### config.mk
export PLATFORM = sky130hd
export DESIGN_NAME = pc_bus_glue
export DESIGN_NICKNAME = d
export VERILOG_FILES = /design/src/pc_bus_pkg.sv /design/src/pc_map_pkg.sv /design/src/pc_bus_glue.sv /design/src/board_registers.sv /design/src/mem_decoder.sv /design/src/port_decoder.sv /design/src/stream_stage.sv
export VERILOG_INCLUDE_DIRS = /design/src
export SDC_FILE = /design/constraint.sdc
export NUM_CORES = 1
export LEC_CHECK = 0
export BUFFER_PORTS_ARGS = -buffer_cell sky130_fd_sc_hd__buf_2
export CAP_MARGIN = 15
export CORE_MARGIN = 2
export CORE_UTILIZATION = 51
export CTS_BUF_LIST = sky130_fd_sc_hd__clkbuf_8 sky130_fd_sc_hd__clkbuf_16
export CTS_CLUSTER_DIAMETER = 80
export DETAILED_ROUTE_END_ITERATION = 6
export GPL_TIMING_DRIVEN = 0
export HOLD_SLACK_MARGIN = 0.15
export PLACE_DENSITY = 0.75
export SYNTH_ARGS = -nofsm -noshare
export SYNTH_HDL_FRONTEND = slang
export SYNTH_SLANG_ARGS = --single-unit
export TNS_END_PERCENT = 1
### constraint.sdc
create_clock -name clk -period 2.25 [get_ports clk]
set_clock_uncertainty 0.1 [all_clocks]
set_input_delay 0.45 -clock clk [delete_from_list [all_inputs] [get_ports clk]]
set_output_delay 0.45 -clock clk [all_outputs]
set_load 0.1 [all_outputs]
### src/pc_params.svh
// ========================================
// widths and map constants of the PC board glue
// I/O decode sees only 10 address bits, as on the real board
// ========================================
`ifndef PC_PARAMS_SVH
`define PC_PARAMS_SVH

// bus and data widths
`define PC_ADDR_W         20
`define PC_DATA_W         8
`define PC_PORT_W         10  // XA9..XA0
`define PC_PAGE_W         4   // LS670 word width
`define PC_DMA_CHANS      4
`define PC_UNIT_W         3

// I/O port groups on XA7..XA5
`define PC_GRP_DMA        3'd0  // 8237, ports 00-1F
`define PC_GRP_INT        3'd1  // 8259, ports 20-3F
`define PC_GRP_TIMER      3'd2  // 8253, ports 40-5F
`define PC_GRP_PPI        3'd3  // 8255, ports 60-7F
`define PC_GRP_PAGE       3'd4  // page register, write only
`define PC_GRP_NMI        3'd5  // NMI mask, write only

// memory map
`define PC_RAM_SEG        2'b00 // A19..A18 for system board RAM
`define PC_ROM_SEG        4'hF  // A19..A16 for the ROM space
`define PC_ROM_FIRST_CHIP 2
`define PC_RAM_BANKS      4
`define PC_NMI_BIT        7

`endif
### src/pc_bus_pkg.sv
// ========================================
// bus cycle request types
// kind, address and write data travel as one word
// ========================================
`include "pc_params.svh"

package pc_bus_pkg;

   // order follows the 8288 command decode loosely
   typedef enum logic [1:0] {
      mem_read  = 2'd0,
      mem_write = 2'd1,
      io_read   = 2'd2,
      io_write  = 2'd3
   } cycle_kind_t;

   // request payload, 30 bits
   typedef struct packed {
      cycle_kind_t             kind;
      logic [`PC_ADDR_W-1:0]   addr;
      logic [`PC_DATA_W-1:0]   wdata;  // don't care on reads
   } bus_cycle_t;

   // IOR/IOW as opposed to MEMR/MEMW
   function automatic logic is_io_kind(cycle_kind_t kind);
      return (kind == io_read) || (kind == io_write);
   endfunction

   function automatic logic is_write_kind(cycle_kind_t kind);
      return (kind == mem_write) || (kind == io_write);
   endfunction

endpackage

### src/pc_map_pkg.sv
// ========================================
// decode targets and the result word
// one target per cycle, none when nothing on the board answers
// ========================================
`include "pc_params.svh"

package pc_map_pkg;

   typedef enum logic [3:0] {
      none     = 4'd0,
      dma_ctrl = 4'd1,  // 8237
      int_ctrl = 4'd2,  // 8259
      timer    = 4'd3,  // 8253
      periph   = 4'd4,  // 8255
      dma_page = 4'd5,  // LS670 write strobe
      nmi_mask = 4'd6,  // NMI mask flip-flop
      rom      = 4'd7,
      ram      = 4'd8
   } target_t;

   // result payload, 9 bits
   typedef struct packed {
      target_t                 target;
      logic [`PC_UNIT_W-1:0]   unit;   // ROM chip or RAM bank, else 0
      pc_bus_pkg::cycle_kind_t kind;   // echoed from the request
   } decode_result_t;

   // targets reached through the port decoder
   function automatic logic is_io_target(target_t target);
      return (target != none) && (target != rom) && (target != ram);
   endfunction

   // targets that hold state on this board
   function automatic logic is_board_reg(target_t target);
      return (target == dma_page) || (target == nmi_mask);
   endfunction

endpackage

### src/pc_bus_glue.sv
// ========================================
// PC system board glue, request in and decode out
// 2 cycle latency, writes land as the result is registered
// ========================================
`timescale 1ns/10ps
`include "pc_params.svh"

module pc_bus_glue (
   input  logic                    clk,
   input  logic                    reset_n,
   // request stream
   input  logic                    req_valid_i,
   output logic                    req_ready_o,
   input  pc_bus_pkg::cycle_kind_t req_kind_i,
   input  logic [`PC_ADDR_W-1:0]   req_addr_i,
   input  logic [`PC_DATA_W-1:0]   req_wdata_i,
   // result stream
   output logic                    res_valid_o,
   input  logic                    res_ready_i,
   output pc_map_pkg::target_t     res_target_o,
   output logic [`PC_UNIT_W-1:0]   res_unit_o,
   output pc_bus_pkg::cycle_kind_t res_kind_o,
   // DMA page lookup
   input  logic [1:0]              dma_chan_i,
   output logic [`PC_PAGE_W-1:0]   dma_page_o,
   output logic                    nmi_enable_o
);

   import pc_bus_pkg::*;
   import pc_map_pkg::*;

   bus_cycle_t            req_data;
   bus_cycle_t            cyc_q;     // cycle being decoded
   logic                  cyc_valid;
   logic                  cyc_ready;
   target_t               io_target;
   target_t               mem_target;
   logic [`PC_UNIT_W-1:0] mem_unit;
   decode_result_t        res_d;
   decode_result_t        res_q;
   logic                  cyc_move;

   assign req_data = '{kind: req_kind_i, addr: req_addr_i, wdata: req_wdata_i};

   stream_stage #(
      .payload_t(bus_cycle_t)
   ) in_stage (
      .clk         (clk),
      .reset_n     (reset_n),
      .in_valid_i  (req_valid_i),
      .in_ready_o  (req_ready_o),
      .in_data_i   (req_data),
      .out_valid_o (cyc_valid),
      .out_ready_i (cyc_ready),
      .out_data_o  (cyc_q)
   );

   port_decoder u_port_dec (
      .kind_i   (cyc_q.kind),
      .port_i   (cyc_q.addr[`PC_PORT_W-1:0]),  // A19..A10 ignored
      .target_o (io_target)
   );

   mem_decoder u_mem_dec (
      .kind_i   (cyc_q.kind),
      .addr_i   (cyc_q.addr),
      .target_o (mem_target),
      .unit_o   (mem_unit)
   );

   // only one decoder answers for a given kind
   // mem_decoder returns unit 0 for I/O cycles
   assign res_d = '{
      target: (io_target != none) ? io_target : mem_target,
      unit:   mem_unit,
      kind:   cyc_q.kind
   };

   stream_stage #(
      .payload_t(decode_result_t)
   ) out_stage (
      .clk         (clk),
      .reset_n     (reset_n),
      .in_valid_i  (cyc_valid),
      .in_ready_o  (cyc_ready),
      .in_data_i   (res_d),
      .out_valid_o (res_valid_o),
      .out_ready_i (res_ready_i),
      .out_data_o  (res_q)
   );

   // one write per cycle, on its hand-over to out_stage
   assign cyc_move = cyc_valid && cyc_ready;

   board_registers u_regs (
      .clk          (clk),
      .reset_n      (reset_n),
      .wr_en_i      (cyc_move),
      .target_i     (res_d.target),
      .index_i      (cyc_q.addr[1:0]),
      .wdata_i      (cyc_q.wdata),
      .dma_chan_i   (dma_chan_i),
      .dma_page_o   (dma_page_o),
      .nmi_enable_o (nmi_enable_o)
   );

   assign res_target_o = res_q.target;
   assign res_unit_o   = res_q.unit;
   assign res_kind_o   = res_q.kind;

endmodule

### src/board_registers.sv
// ========================================
// DMA page registers (LS670) and NMI mask bit
// write on wr_en_i, page read is combinational
// ========================================
`timescale 1ns/10ps
`include "pc_params.svh"

module board_registers (
   input  logic                   clk,
   input  logic                   reset_n,
   input  logic                   wr_en_i,
   input  pc_map_pkg::target_t    target_i,
   input  logic [1:0]             index_i,
   input  logic [`PC_DATA_W-1:0]  wdata_i,
   input  logic [1:0]             dma_chan_i,
   output logic [`PC_PAGE_W-1:0]  dma_page_o,
   output logic                   nmi_enable_o
);

   import pc_map_pkg::*;

   logic [`PC_PAGE_W-1:0] page_q [`PC_DMA_CHANS];
   logic                  nmi_q;
   logic                  page_wr;
   logic                  nmi_wr;

   assign page_wr = wr_en_i && (target_i == dma_page);
   assign nmi_wr  = wr_en_i && (target_i == nmi_mask);

   // write port, WA/WB from XA0/XA1
   always_ff @(posedge clk or negedge reset_n) begin
      if (!reset_n) begin
         page_q <= '{default: '0};
      end else if (page_wr) begin
         page_q[index_i] <= wdata_i[`PC_PAGE_W-1:0];
      end
   end

   always_ff @(posedge clk or negedge reset_n) begin
      if (!reset_n) begin
         nmi_q <= 1'b0;  // NMI off until software enables it
      end else if (nmi_wr) begin
         nmi_q <= wdata_i[`PC_NMI_BIT];
      end
   end

   // read port, independent of writes
   assign dma_page_o   = page_q[dma_chan_i];
   assign nmi_enable_o = nmi_q;

   a_known_wdata: assert property (
      @(posedge clk) disable iff (!reset_n)
      wr_en_i && is_board_reg(target_i) |-> !$isunknown(wdata_i)
   ) else $error("register write with unknown data");

endmodule

### src/mem_decoder.sv
// ========================================
// memory map: 256K RAM at 00000, ROM in segment F
// chips 0 and 1 of the ROM space are empty sockets
// ========================================
`timescale 1ns/10ps
`include "pc_params.svh"

module mem_decoder (
   input  pc_bus_pkg::cycle_kind_t kind_i,
   input  logic [`PC_ADDR_W-1:0]   addr_i,
   output pc_map_pkg::target_t     target_o,
   output logic [`PC_UNIT_W-1:0]   unit_o
);

   import pc_bus_pkg::*;
   import pc_map_pkg::*;

   logic                 is_mem;
   logic                 ram_sel;
   logic                 rom_sel;
   logic [1:0]           bank;
   logic [`PC_UNIT_W-1:0] chip;
   logic                 chip_fitted;

   assign is_mem  = !is_io_kind(kind_i);
   assign ram_sel = (addr_i[19:18] == `PC_RAM_SEG);  // RAM ADDR SEL
   assign rom_sel = (addr_i[19:16] == `PC_ROM_SEG);  // ROM ADDR SEL
   assign bank    = addr_i[17:16];                   // RAS/CAS select
   assign chip    = addr_i[15:13];                   // 8K per chip

   assign chip_fitted = (chip >= `PC_UNIT_W'(`PC_ROM_FIRST_CHIP));

   always_comb begin
      target_o = none;
      unit_o   = '0;
      if (is_mem) begin
         if (ram_sel) begin
            target_o = ram;
            unit_o   = {1'b0, bank};
         end else if (rom_sel && !is_write_kind(kind_i) && chip_fitted) begin
            target_o = rom;  // CS gated by XMEMR, writes fall through
            unit_o   = chip;
         end
      end
   end

   always_comb begin
      a_ram_bank_range: assert final (target_o != ram || unit_o < `PC_RAM_BANKS)
         else $error("RAM bank %0d out of range", unit_o);
   end

endmodule

### src/port_decoder.sv
// ========================================
// I/O select of sheet 3 (the LS138 on XA9..XA5)
// AEN is not modelled, DMA cycles never reach here
// ========================================
`timescale 1ns/10ps
`include "pc_params.svh"

module port_decoder (
   input  pc_bus_pkg::cycle_kind_t kind_i,
   input  logic [`PC_PORT_W-1:0]   port_i,
   output pc_map_pkg::target_t     target_o
);

   import pc_bus_pkg::*;
   import pc_map_pkg::*;

   logic       sel_en;
   logic       is_wr;
   logic [2:0] group;

   // G2A/G2B tied to XA9 and XA8
   assign sel_en = is_io_kind(kind_i) && (port_i[9:8] == 2'b00);
   assign is_wr  = is_write_kind(kind_i);
   assign group  = port_i[7:5];

   always_comb begin
      target_o = none;
      if (sel_en) begin
         case (group)
            `PC_GRP_DMA:   target_o = dma_ctrl;
            `PC_GRP_INT:   target_o = int_ctrl;
            `PC_GRP_TIMER: target_o = timer;
            `PC_GRP_PPI:   target_o = periph;
            // these two outputs are gated with XIOW on the board
            `PC_GRP_PAGE:  target_o = is_wr ? dma_page : none;
            `PC_GRP_NMI:   target_o = is_wr ? nmi_mask : none;
            default:       target_o = none;  // groups 6 and 7 unused
         endcase
      end
   end

   always_comb begin
      a_no_io_on_mem: assert final (is_io_kind(kind_i) || !is_io_target(target_o))
         else $error("I/O target decoded for a memory cycle");
   end

endmodule

### src/stream_stage.sv
// ========================================
// single valid/ready register slice
// full throughput, ready depends on downstream ready
// ========================================
`timescale 1ns/10ps

module stream_stage #(
   parameter type payload_t = logic [7:0]
) (
   input  logic     clk,
   input  logic     reset_n,
   input  logic     in_valid_i,
   output logic     in_ready_o,
   input  payload_t in_data_i,
   output logic     out_valid_o,
   input  logic     out_ready_i,
   output payload_t out_data_o
);

   logic     full_q;
   payload_t data_q;
   logic     load;

   // empty, or the held word leaves this cycle
   assign in_ready_o = !full_q || out_ready_i;
   assign load       = in_valid_i && in_ready_o;

   always_ff @(posedge clk or negedge reset_n) begin
      if (!reset_n) begin
         full_q <= 1'b0;
      end else if (in_ready_o) begin
         full_q <= in_valid_i;  // drain, refill or go empty
      end
   end

   always_ff @(posedge clk) begin
      if (load) begin
         data_q <= in_data_i;
      end
   end

   assign out_valid_o = full_q;
   assign out_data_o  = data_q;

   // a stalled word must stay put until taken
   a_hold_on_stall: assert property (
      @(posedge clk) disable iff (!reset_n)
      out_valid_o && !out_ready_i |=> out_valid_o && $stable(out_data_o)
   ) else $error("stream_stage dropped or changed a stalled word");

endmodule

* Word-level counts from Yosys, hierarchy flattened
Index checks and enable logic that the tools add are counted.
Cells by class: div/mod/pow operators 0, equal/unequal tests 11, magnitude comparators 4, muxes and demuxes 16, shift-type cells 0, multipliers 0, $add $sub $neg 0, reduce and logical (&&, ||, !) cells 20, bitwise gates (word level) 3
Operator list (count):
- $mux W4 | 7
- $pmux W4 S6 | 1
- $bwmux W16 | 1
- $mux W3 | 3
- $bmux W4 S2 | 1
- $demux W4 S2 | 1
- $eq A4 B3 Y1 const B | 2
- $logic_and A1 B1 Y1 | 8
- $eq A3 B2 Y1 const B | 2
- $eq A3 B3 Y1 const B | 2
- $ge A3 B3 Y1 const B | 2
- $not A2 Y3 | 2
- $eq A2 B2 Y1 const B | 2
- $eq A4 B4 Y1 const B | 1
- $logic_not A2 Y1 | 2
- $logic_or A1 B1 Y1 | 4
- $mux W2 | 2
- $reduce_bool A4 Y1 | 1
- $eq A3 B1 Y1 const B | 1
- $ge A3 B2 Y1 const B | 1
- $logic_not A1 Y1 | 3
- $logic_not A3 Y1 | 1
- $lt A3 B1 Y1 const B | 1
- $reduce_or A3 Y1 | 1
- other kinds (2) | 2
Word-level totals: input bits 36, bits in registers 58, memory bits (writable) 0, word-level logic and storage cells 68, latch bits 0, ROM bits 0, memories kept 0

* Longest topological paths before layout
depth in word-level cells 11, gate-level depth with buffers 4

* Hierarchy
From an unflattened synthesis, not the netlist that was laid out.
Second synthesis, totals: cells, all modules 132, area, all modules 2363.5 µm²
By module, submodules not included:
- stream_stage at in_stage | area an instance 954.7 µm², instances 1, cells an instance 34, sequential area each 925.9 µm²
- board_registers | area an instance 842.1 µm², instances 1, cells an instance 49, sequential area each 425.4 µm²
- stream_stage at out_stage | area an instance 324.1 µm², instances 1, cells an instance 13, sequential area each 295.3 µm²
- mem_decoder | area an instance 96.3 µm², instances 1, cells an instance 15, sequential area each 0.0 µm²
- port_decoder | area an instance 82.6 µm², instances 1, cells an instance 10, sequential area each 0.0 µm²
- pc_bus_glue | area an instance 63.8 µm², instances 1, cells an instance 11, sequential area each 0.0 µm²

* Worst setup path before layout
Ideal clock, no wire load.
path type reg2reg, start register out_stage.full_q, in the netlist out_stage.out_valid_o, end register in_stage.data_q (netlist bit in_stage.out_data_o[0]), enable pin, buffers on the path 0, arrival 2447 ps, required time 1804 ps, cell stages (with the launch flop) 4, slack -643 ps, cell sequence dfrtp_1 nor2b_1 nand2_1 and2_1
On the way: cells in the longest elaborated chain, start to end 4
RTL lines:
- start: declaration | RTL line stream_stage.sv:20 | logic full_q;
- start signal: assignment | RTL line stream_stage.sv:32 | full_q <= in_valid_i;
- $logic_not A1 Y1 | RTL line stream_stage.sv:25 | assign in_ready_o = !full_q || out_ready_i;
- $logic_or A1 B1 Y1 (2 in series) | RTL line stream_stage.sv:25
- via req_ready_o | RTL line pc_bus_glue.sv:13 | output logic req_ready_o,
- $logic_and A1 B1 Y1 | RTL line stream_stage.sv:26 | assign load = in_valid_i && in_ready_o;
- via in_stage.load | RTL line stream_stage.sv:22 | logic load;
- end signal: assignment | RTL line stream_stage.sv:38 | data_q <= in_data_i;
- end: declaration | RTL line stream_stage.sv:21 | payload_t data_q;
The timed path passes the listed nets, and every way through them passes these cells. A chain may end at the register's enable or synchronous reset.

* Worst setup path in the final report
start register in_stage.data_q (netlist bit in_stage.out_data_o[14]), end register u_regs.page_q[11] in the netlist's numbering
On the way: cells in the longest elaborated chain, start to end 7, elaborated cells between the ends (all ways) 12, those cells by class 6 x eq/ne; 3 x mux; 3 x reduce/logical
RTL lines:
- $eq A3 B3 Y1 (tied with other cells) | RTL line port_decoder.sv:29 | case (group)
- $pmux W4 S6 (*) | RTL line port_decoder.sv:29
- $mux W4 (*) | RTL line port_decoder.sv:28 | if (sel_en) begin
- $reduce_bool A4 Y1 | RTL line pc_bus_glue.sv:74 | target: (io_target != none) ? io_target : mem_target,
- $mux W4 (*) | RTL line pc_bus_glue.sv:74
- $eq A4 B3 Y1 (*) | RTL line board_registers.sv:27 | assign page_wr = wr_en_i && (target_i == dma_page);
- $logic_and A1 B1 Y1 (*) | RTL line board_registers.sv:27
- end signal: indexed assignment | RTL line board_registers.sv:35 | page_q[index_i] <= wdata_i[`PC_PAGE_W-1:0];
- end: declaration | RTL line board_registers.sv:22 | logic [`PC_PAGE_W-1:0] page_q [`PC_DMA_CHANS];
Mark *: on every way between the ends. The rest lies on a longest branch, timed or not.

==> impl_metrics.ini <==
[status]
status = completed

[power_and_ir_drop]
ir_drop_uv = 477
p_per_area_nw_per_um2 = 759
p_leak_nw = 1.01

[critical_path]
r2r-start = in_stage.out_data_o[14]$_DFFE_PP_
ff2ff_path_depth = 4
path_max_fanout = 5
cp_data_required_time_ns = 2.34
r2r-end = u_regs.page_q[11]$_DFFE_PN0P_
endpoint = u_regs.page_q[11]$_DFFE_PN0P_
critPathArrivalTime_ns = 2.22
crit_start = in_stage.out_data_o[14]$_DFFE_PP_
end_kind = flip-flop
r2r_slack_ns = 0.11
critPathLaunchType = flip-flop
critPathKind = flip-flop to flip-flop

[route]
drtIter0Drc = 45
wire_per_inst_um = 15.4
dr.pass1.iters = 4
num_vias = 1085
wl_mm = 3.18
drc = 0
ant_nets = 0
vias_per_cell = 5.24

[sta]
tightest_slew_ns = 0.491
period_minus_slack_ns = 2.14
setup_tns_ns = 0
fmax_ghz = 0.468
hold_viol = 0
hold_slack_ns = 0.222
setup_violations = 0
final-max-slew-violation-count = 0
maxSlewHeadroom_pct = 67.3
min_period_over_period_pct = 94.9
rsz0062_at_grt = no

[floorplan]
row_count = 22
initial_core_util_pct = 53.1
die_h_um = 65.7
core_um2 = 3660
die_x_um = 65.7
dieArea_um2 = 4320
pin_count = 52

[finish]
fin_nets = 194
final_layout_size_suffix_gt1_share_pct = 50.3
diodes = 0
syn2layout_area_growth_pct = 19.8

[logic_synthesis]
synth_seq_cells = 49
synth-edff-count = 30
synth_fp_nets = 144
synthCells = 108
synthFlopType = edfxtp_1
netlist_area_um2 = 1940
yosysUniqueCellTypes = 29
ys_seq_area_share_pct = 70.8
async_flop_share_pct = 38.8
synth.avg_cell_area_um2 = 18.0
synth-warning-count = 0
yosysTopAreaCell = edfxtp_1
yosysTopAreaCellShare_pct = 46.3
synth.top_cells.by_area = edfxtp_1 (46%), dfrtp_1 (24%), mux2_2 (7.5%)

[cts]
cts_tree = done
post-cts-setup-buffers = 0
clkTransAtPathRegs_ns = 0.08
cts_sinks = 49
root_buffer = clkbuf_8
numCtsBuffers = 5
clk_path_buf_depth = 2
clk_latency_ns = 0.30
htreeDepth = 2

[flow_run]
maxCapViolations = 0

[grt]
overflow = 0
grt_usage_pct = 17.1
antenna_found_initial = 0
first_global_vias = 1137
grt_max_degree = 22
grt_pass1_wl_mm = 5.33

[place]
place_congestion = 0.783
dp.final_hpwl_mm = 2.34
port_buffers = 42

[min_path]
min_path_type = input port to flip-flop
worstHoldStart = req_wdata_i[7]
## sequential cells by signal, summed over array words and instances (netlist names)
register               cells
in_stage.out_data_o       21
u_regs.page_q             16
out_stage.out_data_o       9
in_stage.out_valid_o       1
out_stage.out_valid_o      1
u_regs.nmi_enable_o        1
## power by group
part           leakage (nW)  total [mW]  internal [mW]  switching, mW
logic                 0.419       0.243         0.0568          0.186
registers             0.548        1.04           1.01         0.0266
clock network        0.0439       0.488          0.214          0.273
## synthesized netlist by cell type, types with 2 or more instances
library cell and number:
mux4_2 4, o21ai_0 4, nand2_1 4, nor3_1 2, edfxtp_1 30, mux2_4 4, mux2_2 13, and2_1 3
dfrtp_1 19, nand2b_1 6
## cell type report
cell class	instances	area, um^2
flip-flops and latches	49	1380
repair buffers	43	220
inverters	1	3.75
multi-input cells	58	582
fillers	257	1330
well taps	48	60.1
clock buffers	5	68.8
clock inverters	3	17.5
## per-layer routing
layer / global-route usage [%] / part of all wire (%) / vias to the layer above
li1: - / - / 516
met2: 27.0 / 49 / 37
met5: 0 / 0 / -
met1: 22.2 / 44 / 524
met3: 5.14 / 5.4 / 8
met4: 7.03 / 2.0 / 0
## metrics by stage
stage	util, %	cells	area [um^2]	setup WS (ns)	total power, mW
after floorplan	-	108	1950	0.0251	1.23
after global placement	60.6	198	2220	0.0887	1.29
after detailed placement	60.6	198	2220	0.0524	1.30
after CTS	63.3	207	2320	0.0567	1.79
after global routing	63.6	207	2330	0.00556	1.85
final	63.6	207	2330	0.114	1.77
## logic make-up after synthesis
group                  synth area share [%]
flip-flops                             70.8
AND/OR/NAND/NOR                        9.59
multiplexers                           15.3
AO/OA/AOI/OAI                          3.73
XOR/XNOR                              0.451
buffers and inverters                 0.193
## layout by cell type (no fill, tap or decap), types with 2 or more instances in the layout
cell type / instances
and2_1: 2
buf_2: 42
clkbuf_8: 5
clkinv_2: 2
dfrtp_1: 18
edfxtp_1: 30
mux2_2: 13
mux2_4: 4
mux4_2: 4
nand2_1: 3
nand2b_1: 6
nor3_1: 2
o21ai_0: 4
## repair_timing
item                                    CTS  global route
endpoints found under the setup margin    0             4
gates resized for setup                   0             2
hold endpoints to repair                 19             0
hold buffers                              1             0
## worst min path at each step
stage / slack (ns) / cells past startpoint / to
after floorplan: 0.05 / 0 / in_stage.out_valid_o$_DFFE_PN0N_
after global placement: 0.30 / 1 / u_regs.page_q[12]$_DFFE_PN0P_
after detailed placement: 0.32 / 1 / u_regs.page_q[8]$_DFFE_PN0P_
after CTS: 0.21 / 1 / in_stage.out_data_o[7]$_DFFE_PP_
final: 0.22 / 1 / in_stage.out_data_o[7]$_DFFE_PP_
after global routing: 0.21 / 1 / in_stage.out_data_o[8]$_DFFE_PP_
## worst max-delay path, stage by stage (launching register included)
cell and delay (ns):
edfxtp_1 0.45, nand2b_1 0.20, nor3_1 0.35, or4b_1 0.61
mux2_2 0.32
(Power assumes the default switching activity.)
